$ cat src/logic/palette_pkg.sv
package palette_pkg;

    typedef logic [7:0] colour_t;  // palette index

    // per-map colour theme, neon moved to 2 so it fits the 2-bit select
    typedef enum logic [1:0] {
        HEDGE = 2'd0,
        PIGS  = 2'd1,
        NEON  = 2'd2,
        DINO  = 2'd3
    } theme_t;

    // vertical region of a row within its column
    typedef enum logic [1:0] {
        CEILING = 2'd0,
        WALL    = 2'd1,
        FLOOR   = 2'd2
    } region_t;

    // sky and ground per theme
    localparam colour_t SKY_HEDGE     = 8'd249;
    localparam colour_t GROUND_HEDGE  = 8'd239;
    localparam colour_t SKY_WARM      = 8'd38;   // pigs and dino share these
    localparam colour_t GROUND_WARM   = 8'd45;
    localparam colour_t NEON_BACKDROP = 8'd0;    // black sky and floor

    // wall colours
    localparam colour_t SOLID_WALL  = 8'd14;
    localparam colour_t NEON_YELLOW = 8'd21;
    localparam colour_t NEON_BLUE   = 8'd48;
    localparam colour_t NEON_GREEN  = 8'd32;
    localparam colour_t NEON_PINK   = 8'd181;

    // map cell values with a meaning of their own
    localparam logic [4:0] MAP_EMPTY      = 5'd0;
    localparam logic [4:0] MAP_SOLID      = 5'd1;
    localparam logic [4:0] MAP_NEON_FIRST = 5'd23;  // yellow, blue, green, pink in order
    localparam logic [4:0] MAP_NEON_LAST  = 5'd26;

endpackage

$ cat src/logic/raster_pkg.sv
package raster_pkg;

    // screen geometry
    typedef logic [8:0]  col_t;      // 0..319 for a 320 wide screen
    typedef logic [7:0]  row_t;      // 0..179 for a 180 high screen
    typedef logic [15:0] fb_addr_t;  // col + row*width, fits 320x180
    typedef logic [4:0]  map_val_t;  // map cell value from the grid rom

    // one ray-column record as it sits in the ray-march fifo
    // 9 + 8 + 1 + 5 + 16 = 39 bits, col in the top bits
    typedef struct packed {
        col_t        col;          // screen column of this ray
        logic [7:0]  line_height;  // wall line height in rows
        logic        y_side;       // 1 = ray hit a y side wall
        map_val_t    map_val;      // cell value at the hit
        logic [15:0] wall_x;       // hit position on the wall face, only used for texturing
    } ray_col_t;

    // 9-bit pixel word stored in the frame buffer
    typedef struct packed {
        logic       shade;   // darken bit, set on y side hits
        logic [7:0] colour;  // palette index
    } pixel_word_t;

    // one beat towards the frame buffer
    typedef struct packed {
        fb_addr_t    addr;   // where the pixel lands
        pixel_word_t pixel;
        logic        last;   // final pixel of the frame packet
    } fb_pixel_t;

endpackage
$ cat src/logic/column_flattener.sv
`timescale 1ns/1ps

module column_flattener #(
    parameter int SCREEN_WIDTH  = 320,
    parameter int SCREEN_HEIGHT = 180
) (
    input  logic                   pixel_clk_in,
    input  logic                   rst_in,
    // from the ray-march fifo
    input  logic                   col_valid,
    output logic                   col_ready,
    input  raster_pkg::ray_col_t   col_data,
    input  logic                   col_last,
    input  palette_pkg::theme_t    theme,       // changes only between frames
    input  logic [1:0]             fb_swap_ok,
    // to the frame buffer
    output logic                   pix_valid,
    output raster_pkg::fb_pixel_t  pix_data,
    input  logic                   pix_ready
);
    import raster_pkg::*;
    import palette_pkg::*;

    ray_col_t    cur_col;
    row_t        row;
    logic        row_valid;
    logic        row_last;
    logic        row_ready;
    region_t     region;
    colour_t     sky;
    colour_t     ground;
    pixel_word_t wall_pix;

    column_sequencer #(
        .SCREEN_HEIGHT (SCREEN_HEIGHT)
    ) u_sequencer (
        .pixel_clk_in (pixel_clk_in),
        .rst_in       (rst_in),
        .col_valid    (col_valid),
        .col_ready    (col_ready),
        .col_data     (col_data),
        .col_last     (col_last),
        .fb_swap_ok   (fb_swap_ok),
        .cur_col      (cur_col),
        .row          (row),
        .row_valid    (row_valid),
        .row_last     (row_last),
        .row_ready    (row_ready)
    );

    // span and palette both work off the held record in parallel
    wall_span #(
        .SCREEN_HEIGHT (SCREEN_HEIGHT)
    ) u_span (
        .line_height (cur_col.line_height),
        .row         (row),
        .region      (region)
    );

    wall_palette u_palette (
        .cur_col  (cur_col),
        .theme    (theme),
        .sky      (sky),
        .ground   (ground),
        .wall_pix (wall_pix)
    );

    pixel_assembler #(
        .SCREEN_WIDTH (SCREEN_WIDTH)
    ) u_assembler (
        .pixel_clk_in (pixel_clk_in),
        .rst_in       (rst_in),
        .region       (region),
        .sky          (sky),
        .ground       (ground),
        .wall_pix     (wall_pix),
        .col          (cur_col.col),
        .row          (row),
        .row_valid    (row_valid),
        .row_last     (row_last),
        .row_ready    (row_ready),
        .pix_valid    (pix_valid),
        .pix_data     (pix_data),
        .pix_ready    (pix_ready)
    );

endmodule

$ cat src/logic/pixel_assembler.sv
`timescale 1ns/1ps

module pixel_assembler #(
    parameter int SCREEN_WIDTH = 320
) (
    input  logic                     pixel_clk_in,
    input  logic                     rst_in,
    input  palette_pkg::region_t     region,
    input  palette_pkg::colour_t     sky,
    input  palette_pkg::colour_t     ground,
    input  raster_pkg::pixel_word_t  wall_pix,
    input  raster_pkg::col_t         col,
    input  raster_pkg::row_t         row,
    input  logic                     row_valid,
    input  logic                     row_last,
    output logic                     row_ready,
    // frame buffer side
    output logic                     pix_valid,
    output raster_pkg::fb_pixel_t    pix_data,
    input  logic                     pix_ready
);
    import raster_pkg::*;
    import palette_pkg::*;

    pixel_word_t pix_sel;
    fb_addr_t    addr;
    logic        row_xfer;

    // backdrop pixels are never shaded
    always_comb begin
        case (region)
            CEILING: pix_sel = '{shade: 1'b0, colour: sky};
            FLOOR:   pix_sel = '{shade: 1'b0, colour: ground};
            default: pix_sel = wall_pix;
        endcase
    end

    // row-major frame buffer, 179*320+319 still fits 16 bits
    assign addr = fb_addr_t'(col) + fb_addr_t'(row) * fb_addr_t'(SCREEN_WIDTH);

    // take a new row when the register is empty or being drained this cycle
    assign row_ready = !pix_valid || pix_ready;
    assign row_xfer  = row_valid && row_ready;

    always_ff @(posedge pixel_clk_in) begin
        if (rst_in) begin
            pix_valid <= 1'b0;
        end else if (row_xfer) begin
            pix_valid <= 1'b1;
        end else if (pix_ready) begin
            pix_valid <= 1'b0;   // drained with nothing behind it
        end
    end

    // output payload holds while stalled
    always_ff @(posedge pixel_clk_in) begin
        if (row_xfer) begin
            pix_data.addr  <= addr;
            pix_data.pixel <= pix_sel;
            pix_data.last  <= row_last;
        end
    end

endmodule

$ cat src/logic/wall_palette.sv
`timescale 1ns/1ps

module wall_palette (
    input  raster_pkg::ray_col_t     cur_col,
    input  palette_pkg::theme_t      theme,
    output palette_pkg::colour_t     sky,
    output palette_pkg::colour_t     ground,
    output raster_pkg::pixel_word_t  wall_pix
);
    import palette_pkg::*;

    colour_t wall_colour;

    // theme picks the backdrop
    always_comb begin
        case (theme)
            HEDGE: begin
                sky    = SKY_HEDGE;
                ground = GROUND_HEDGE;
            end
            PIGS, DINO: begin
                sky    = SKY_WARM;
                ground = GROUND_WARM;
            end
            NEON: begin
                sky    = NEON_BACKDROP;
                ground = NEON_BACKDROP;
            end
            default: begin
                sky    = SKY_HEDGE;
                ground = GROUND_HEDGE;
            end
        endcase
    end

    // map value picks the wall face, former texture ids end up solid
    always_comb begin
        case (cur_col.map_val)
            MAP_EMPTY:            wall_colour = sky;          // open cell shows sky
            MAP_SOLID:            wall_colour = SOLID_WALL;
            MAP_NEON_FIRST:       wall_colour = NEON_YELLOW;
            MAP_NEON_FIRST + 5'd1: wall_colour = NEON_BLUE;
            MAP_NEON_FIRST + 5'd2: wall_colour = NEON_GREEN;
            MAP_NEON_LAST:        wall_colour = NEON_PINK;
            default:              wall_colour = SOLID_WALL;
        endcase
    end

    // y side hits are drawn darker, except where there is no wall at all
    assign wall_pix.shade  = (cur_col.map_val == MAP_EMPTY) ? 1'b0 : cur_col.y_side;
    assign wall_pix.colour = wall_colour;

endmodule

$ cat src/logic/wall_span.sv
`timescale 1ns/1ps

module wall_span #(
    parameter int SCREEN_HEIGHT = 180
) (
    input  logic [7:0]            line_height,
    input  raster_pkg::row_t      row,
    output palette_pkg::region_t  region
);
    import palette_pkg::*;

    localparam int HALF_SCREEN = SCREEN_HEIGHT / 2;

    // 9 bits so the sum can exceed the screen before clamping
    logic [8:0] half_line;
    logic [8:0] draw_start;
    logic [8:0] draw_end_raw;
    logic [8:0] draw_end;
    logic [8:0] row_w;

    assign half_line = {2'b00, line_height[7:1]};  // half of the line height
    assign row_w     = {1'b0, row};

    // wall centred on the half height, clamped to the screen
    assign draw_start   = (half_line >= 9'(HALF_SCREEN)) ? 9'd0 : 9'(HALF_SCREEN) - half_line;
    assign draw_end_raw = 9'(HALF_SCREEN) + half_line;
    assign draw_end     = (draw_end_raw > 9'(SCREEN_HEIGHT)) ? 9'(SCREEN_HEIGHT) : draw_end_raw;

    always_comb begin
        if (row_w < draw_start) begin
            region = CEILING;
        end else if (row_w >= draw_end) begin
            region = FLOOR;   // height 0 puts the whole lower half here
        end else begin
            region = WALL;
        end
    end

endmodule

$ cat src/logic/column_sequencer.sv
`timescale 1ns/1ps

module column_sequencer #(
    parameter int SCREEN_HEIGHT = 180
) (
    input  logic                  pixel_clk_in,
    input  logic                  rst_in,
    // ray-march fifo side
    input  logic                  col_valid,
    output logic                  col_ready,
    input  raster_pkg::ray_col_t  col_data,
    input  logic                  col_last,     // record closes the frame packet
    input  logic [1:0]            fb_swap_ok,   // one bit per frame buffer half
    // row stream to the assembler
    output raster_pkg::ray_col_t  cur_col,
    output raster_pkg::row_t      row,
    output logic                  row_valid,
    output logic                  row_last,
    input  logic                  row_ready
);
    import raster_pkg::*;

    typedef enum logic [1:0] {
        WAIT_COL,   // ready for the next record
        WALK_ROWS,  // stepping through the rows of cur_col
        WAIT_SWAP   // packet done, hold off until both halves can switch
    } seq_state_t;

    localparam row_t LAST_ROW = row_t'(SCREEN_HEIGHT - 1);

    seq_state_t state;
    logic       last_q;     // last flag of the held record
    logic       col_xfer;
    logic       row_xfer;
    logic       final_row;

    assign col_ready = (state == WAIT_COL);   // high straight out of reset
    assign row_valid = (state == WALK_ROWS);
    assign col_xfer  = col_valid && col_ready;
    assign row_xfer  = row_valid && row_ready;
    assign final_row = (row == LAST_ROW);
    assign row_last  = row_valid && last_q && final_row;

    // record payload, only loads on an accepted handshake
    always_ff @(posedge pixel_clk_in) begin
        if (col_xfer) begin
            cur_col <= col_data;
        end
    end

    always_ff @(posedge pixel_clk_in) begin
        if (rst_in) begin
            state  <= WAIT_COL;
            row    <= '0;
            last_q <= 1'b0;
        end else begin
            case (state)
                WAIT_COL: begin
                    if (col_xfer) begin
                        last_q <= col_last;
                        row    <= '0;         // every column starts at the top
                        state  <= WALK_ROWS;
                    end
                end

                WALK_ROWS: begin
                    if (row_xfer) begin
                        if (final_row) begin
                            row   <= '0;
                            // a last record waits for the buffer swap
                            state <= last_q ? WAIT_SWAP : WAIT_COL;
                        end else begin
                            row <= row + 1'b1;
                        end
                    end
                end

                WAIT_SWAP: begin
                    if (fb_swap_ok == 2'b11) begin  // both halves ready
                        state <= WAIT_COL;
                    end
                end

                default: state <= WAIT_COL;
            endcase
        end
    end

endmodule

$ cat config.mk
export PLATFORM = sky130hd
export DESIGN_NAME = column_flattener
export DESIGN_NICKNAME = d
export VERILOG_FILES = /design/src/logic/palette_pkg.sv /design/src/logic/raster_pkg.sv /design/src/logic/column_flattener.sv /design/src/logic/pixel_assembler.sv /design/src/logic/wall_palette.sv /design/src/logic/wall_span.sv /design/src/logic/column_sequencer.sv
export SDC_FILE = /design/constraint.sdc
export NUM_CORES = 1
export LEC_CHECK = 0
export BUFFER_PORTS_ARGS = -buffer_cell sky130_fd_sc_hd__buf_2
export CORE_ASPECT_RATIO = 0.7
export CORE_MARGIN = 3
export CORE_UTILIZATION = 25
export CTS_BUF_LIST = sky130_fd_sc_hd__clkbuf_8
export DETAILED_ROUTE_END_ITERATION = 10
export SLEW_MARGIN = 5
export SYNTH_ARGS = -nofsm -noshare
export SYNTH_HDL_FRONTEND = slang
export SYNTH_SLANG_ARGS = --single-unit
$ cat constraint.sdc
create_clock -name pixel_clk_in -period 5.1 [get_ports pixel_clk_in]
set_input_delay 0.51 -clock pixel_clk_in [delete_from_list [all_inputs] [get_ports pixel_clk_in]]
set_output_delay 0.51 -clock pixel_clk_in [all_outputs]
set_load 0.01 [all_outputs]
; ---- Word level (Yosys, flattened, before mapping)
; Cells that the tools add are included.
[totals]
register_bits = 61
latchBits = 0
ram_bits = 0
rom_bits = 0
inputBits = 48
out_inout_bits = 28
elab_cells = 74
n_memories = 0
[classes]
add_sub_neg = 4
mul = 1
div_mod_pow = 0
n_lt_le_gt_ge = 4
n_eq_ne = 16
shifts = 0
mux = 21
n_bitwise = 0
reduce_logical = 16
[ops]
columns = cell, count
row1 = one-hot mux 8 bit (3 select lines), 2
row2 = one-hot mux 8 bit (5 select lines), 1
row3 = two-way mux 8 bit, 3
row4 = == test 5 bit (second input constant), 4
row5 = two-way mux 9 bit, 2
row6 = one-hot mux 9 bit (2 select lines), 1
row7 = adder 9 x 16 -> 16 bit, 1
row8 = one-hot mux 8 bit (2 select lines), 1
row9 = two-way mux 2 bit, 7
row10 = == test 2 bit (second input constant), 5
row11 = multiplier 8 x 3 -> 10 bit (second input constant), 1
row12 = >= comparator 8 x 9 -> 1 bit, 1
row13 = > comparator 9 x 8 -> 1 bit (second input constant), 1
row14 = < comparator 8 x 9 -> 1 bit, 1
row15 = adder 7 x 7 -> 8 bit (first input constant), 1
row16 = adder 8 x 1 -> 8 bit (second input constant), 1
row17 = == test 8 bit (second input constant), 1
row18 = subtractor 7 x 7 -> 8 bit (first input constant), 1
row19 = >= comparator 7 bit (second input constant), 1
row20 = zero test 2 bit, 3
row21 = != test 2 bit (second input constant), 3
row22 = one-hot mux 2 bit (3 select lines), 1
row23 = zero test 5 bit, 1
row24 = == test 2 x 1 -> 1 bit (second input constant), 2
row25 = 10 further kinds, 16

; ---- Depth between registers and ports, before layout
[depth]
ltp_word = 8
depth_mapped = 14
depth_no_buf = 13

; ---- Hierarchy
; A second synthesis with hierarchy kept.
[hier_totals]
hier_cells = 356
hier_area_um2 = 4220.3
[by_module_without_submodules]
columns = module, instances, cells_per_inst, area_each_um2, seq_area_each_um2
row1 = column_sequencer, 1, 103, 1761.7, 1391.3
row2 = pixel_assembler, 1, 122, 1521.5, 800.8
row3 = wall_span, 1, 91, 686.9, 0.0
row4 = wall_palette, 1, 40, 250.2, 0.0

; ---- Worst setup path before layout
; No wires, ideal clock.
[synth_path]
kind = register -> register
from = register, netlist name u_sequencer.cur_col[25]
to = register, netlist name u_assembler.pix_data[1]
setup_time_ns = 0.262
arrival_time_ns = 3.057
t_required_ns = 4.838
setup_slack_ns = 1.781
path_stages_with_launch = 15
synth_period_minus_slack_ns = 3.319
path_cell_list = edfxtp_1 buf_6 inv_1 ha_1 nor2b_1 o211ai_1 a21o_1 a21oi_1 or3_1 ha_1 a21o_1 a221oi_1 o21ai_2 nor3_4 mux2_1

==> summary.txt <==
result of the run -> completed
setup violators final -> 0
register bit count reported by yosys -> 60
capturing element type of the critical path -> flop
placeable core region -> 13500 sq um
final layout net count -> 469
start point of the critical path -> u_sequencer.cur_col[25]
final hold slack -> 0.335 ns
class of the tightest hold or removal check -> in2reg
post-synth top area share -> 0.404
Layout Skew -> 0.00843 ns
relative contribution of the clock network to total power -> 0.339
Pre-Repair DR Iteration Count -> 6
All-Layer GR Usage -> 0.104
total length of routed wires -> 8010 um
number of hold violations in the final report -> 0
count of routing violations after the opening detailed-route iteration -> 185
GRT Max-Usage Layer -> met1
critical path's largest stage delay -> 0.56 ns
Non-Filler Cell Area, Final -> 4240 sq um
initial core utilization -> 0.264
placed cell count -> 558
total vias in the final route -> 2677
number of top-level pins -> 76
clock transition at the register clock pins on the worst setup and hold paths after CTS -> 0.07 ns
Crit path required time -> 5.20 ns
measured slew at the worst slew-check pin -> 0.559 ns
cells along the critical path -> inv_1 > ha_1 > nor2b_1 > o211ai_1 > a21o_1 > a21oi_1 > nor4_1 > ha_1 > a21o_1 > a221oi_1 > o21ai_2 > nor3_4 > mux2_1
sequential-to-total area share from yosys stat -> 0.472
Synth area leader -> sky130_fd_sc_hd__edfxtp_1
vias in the first global route -> 2527
final cell count without fillers -> 574
final estimated routing congestion in global placement -> 0.828
setup repair after global routing missed its margin -> no
count of flip-flops with a built-in enable after synthesis -> 48
Main synth FF type -> sky130_fd_sc_hd__edfxtp_1
Die H -> 106 um
antenna violations before repair -> 0
synthesized area per cell -> 11.2 sq um
CTS H-tree depth -> 3
max-cap violations -> 0
worst reg2reg endpoint -> u_assembler.pix_data[1]
area grow syn2layout -> 18.9%
post-placement setup slack -> 1.22 ns
Setup crit end -> u_assembler.pix_data[1]
total of buffers placed on input and output ports -> 58
share of cells above drive strength 1 -> 0.237
Max Transition Viols Final -> 0
switching power total -> 297 uW
number of instances resized during post-cts repair -> 0
met1 GRT Util -> 0.159
critical path start-end classification -> reg2reg
met2 usage -> 0.130
width of the die -> 149 um
Post-Synthesis Net Count -> 404
number of library cell types mapped by synthesis -> 59
warning count from the yosys run -> 0
CP Launch Type -> flop
share of flip-flops with an asynchronous set or reset after synthesis -> 0
critical path depth in cells -> 13
Combinational Power Share -> 0.130
number of routed nets with antenna violations -> 0
Clk Latency, worst-skew pair -> 0.35 ns
met3 demand-to-capacity share in global routing -> 0.0401
f_max -> 251 MHz
number of vias per cell -> 4.66
Flop pwr share -> 0.531
Synth Instances -> 319
Max clock buf depth -> 2
number of cell rows -> 35
maximum fanout count along the critical path -> 8
leakage power -> 0.00173 uW
number of sinks driven by the clock tree -> 60
WL/cell -> 14.0 um
Setup TNS -> 0 ns
Post-CTS Hold Fix Bufs -> 0
Reg2Reg Depth -> 13
CTS tree -> yes
placed inst area -> 4070 sq um
post-synthesis instance area -> 3570 sq um
most frequent cells after synthesis -> 48 x sky130_fd_sc_hd__edfxtp_1, 35 x sky130_fd_sc_hd__ha_1, 28 x sky130_fd_sc_hd__nor2_1, 18 x sky130_fd_sc_hd__inv_1, 15 x sky130_fd_sc_hd__nand2_1
floorplan die area -> 15800 sq um
number of buffers created by CTS -> 9
Tcrit/Tclk final -> 0.781
half-perimeter wire length of the detailed placement result -> 6070 um
clock tree root buffer cell -> sky130_fd_sc_hd__clkbuf_8
cell-internal power -> 793 uW
largest vdd supply drop -> 0.0902 mV
antenna cells -> 0
data arrival time of the critical path -> 4.08 ns
WP buf/inv -> 1
pin count of the biggest net entering global routing -> 27
switching fraction of total power -> 0.272
CP max-delay cell -> sky130_fd_sc_hd__edfxtp_1
clock period minus worst slack -> 3.98 ns
total of fill cells in the finished design -> 1397
Crit Reg-Reg Startpoint -> u_sequencer.cur_col[25]
Max-slew headroom -> 0.624
Overflow after GRT -> 0
register-to-register setup slack -> 1.12 ns
DRC Markers -> 0
count leader, synth -> sky130_fd_sc_hd__edfxtp_1
Power per Cell Area -> 257 nW/um^2
final setup margin -> 1.12 ns
dominant cells by area after synthesis -> sky130_fd_sc_hd__edfxtp_1 40%, sky130_fd_sc_hd__ha_1 12%, sky130_fd_sc_hd__dfxtp_1 6.7%
family with the most delay on the worst path -> compound AO/OA/AOI/OAI gates
post-CTS repair timing setup buffer count -> 0
global-route wire length before repair -> 12700 um
-- per-layer routing --
layer / routed length [um] / part of all wire
met5: 0 / 0
met4: 78 / 0.0097
met3: 686 / 0.086
met2: 3070 / 0.38
met1: 4180 / 0.52
-- power groups by stage --
| stage | clock (uW) | combinational (uW) | sequential [uW] |
|---|---|---|---|
| floorplan | 0 | 87.6 | 590 |
| global placement | 0 | 138 | 588 |
| detailed placement | 0 | 142 | 589 |
| CTS | 388 | 143 | 578 |
| global route | 408 | 159 | 581 |
| finish | 370 | 141 | 578 |
-- cell usage in the layout (no fill, tap or decap), drive strengths merged, types with 11 or more instances in the layout --
cell,count
inv,18
o21ai,12
dfxtp,12
xor2,11
edfxtp,48
nor3,11
nand2,16
xnor2,14
buf,60
nor2,29
ha,35
a21oi,12
-- sequential cells by signal, indices dropped and copies added, names as in the netlist --
register,count
u_assembler.pix_data,26
u_sequencer.cur_col,22
u_sequencer.row,8
u_sequencer.state,2
u_assembler.pix_valid,1
u_sequencer.last_q,1
-- logic make-up after synthesis --
| logic type | Yosys count | share of synthesized area |
|---|---|---|
| AND/OR/NAND/NOR | 111 | 0.174 |
| XOR/XNOR | 25 | 0.0614 |
| adder cells (fa/ha/maj) | 37 | 0.134 |
| AO/OA/AOI/OAI | 56 | 0.112 |
| multiplexers | 6 | 0.0189 |
| buffers and inverters | 24 | 0.0281 |
| flip-flops | 60 | 0.472 |
-- cell type report --
| class | instances | area [sq um] | share of cell area |
|---|---|---|---|
| clock buffer | 9 | 124 | 0.0292 |
| clock inverter | 7 | 43.8 | 0.0103 |
| inverter | 18 | 67.6 | 0.0159 |
| multi-input combinational | 235 | 1790 | 0.421 |
| sequential | 60 | 1680 | 0.397 |
| tap | 185 | 231 | 0.0546 |
| timing repair buffer | 60 | 305 | 0.0720 |
-- metrics by stage --
step	util	total power, uW
5_1_grt	0.313	1150
3_5_place_dp	0.301	731
4_1_cts	0.313	1110
3_3_place_gp	0.301	726
6_report	0.313	1090
2_1_floorplan	-	677
-- worst min path at each step --
stage,start,endpoint,slack [ns],cells after the start
after floorplan,u_sequencer.cur_col[30],u_assembler.pix_data[10],0.40,0
after global placement,u_sequencer.cur_col[33],u_assembler.pix_data[13],0.40,0
after detailed placement,u_sequencer.cur_col[31],u_assembler.pix_data[11],0.41,0
after CTS,col_data[35],u_sequencer.cur_col[35],0.31,1
after global routing,col_data[35],u_sequencer.cur_col[35],0.31,1
final,col_data[28],u_sequencer.cur_col[28],0.33,1
Note: power is estimated with default switching activity, not from simulation.
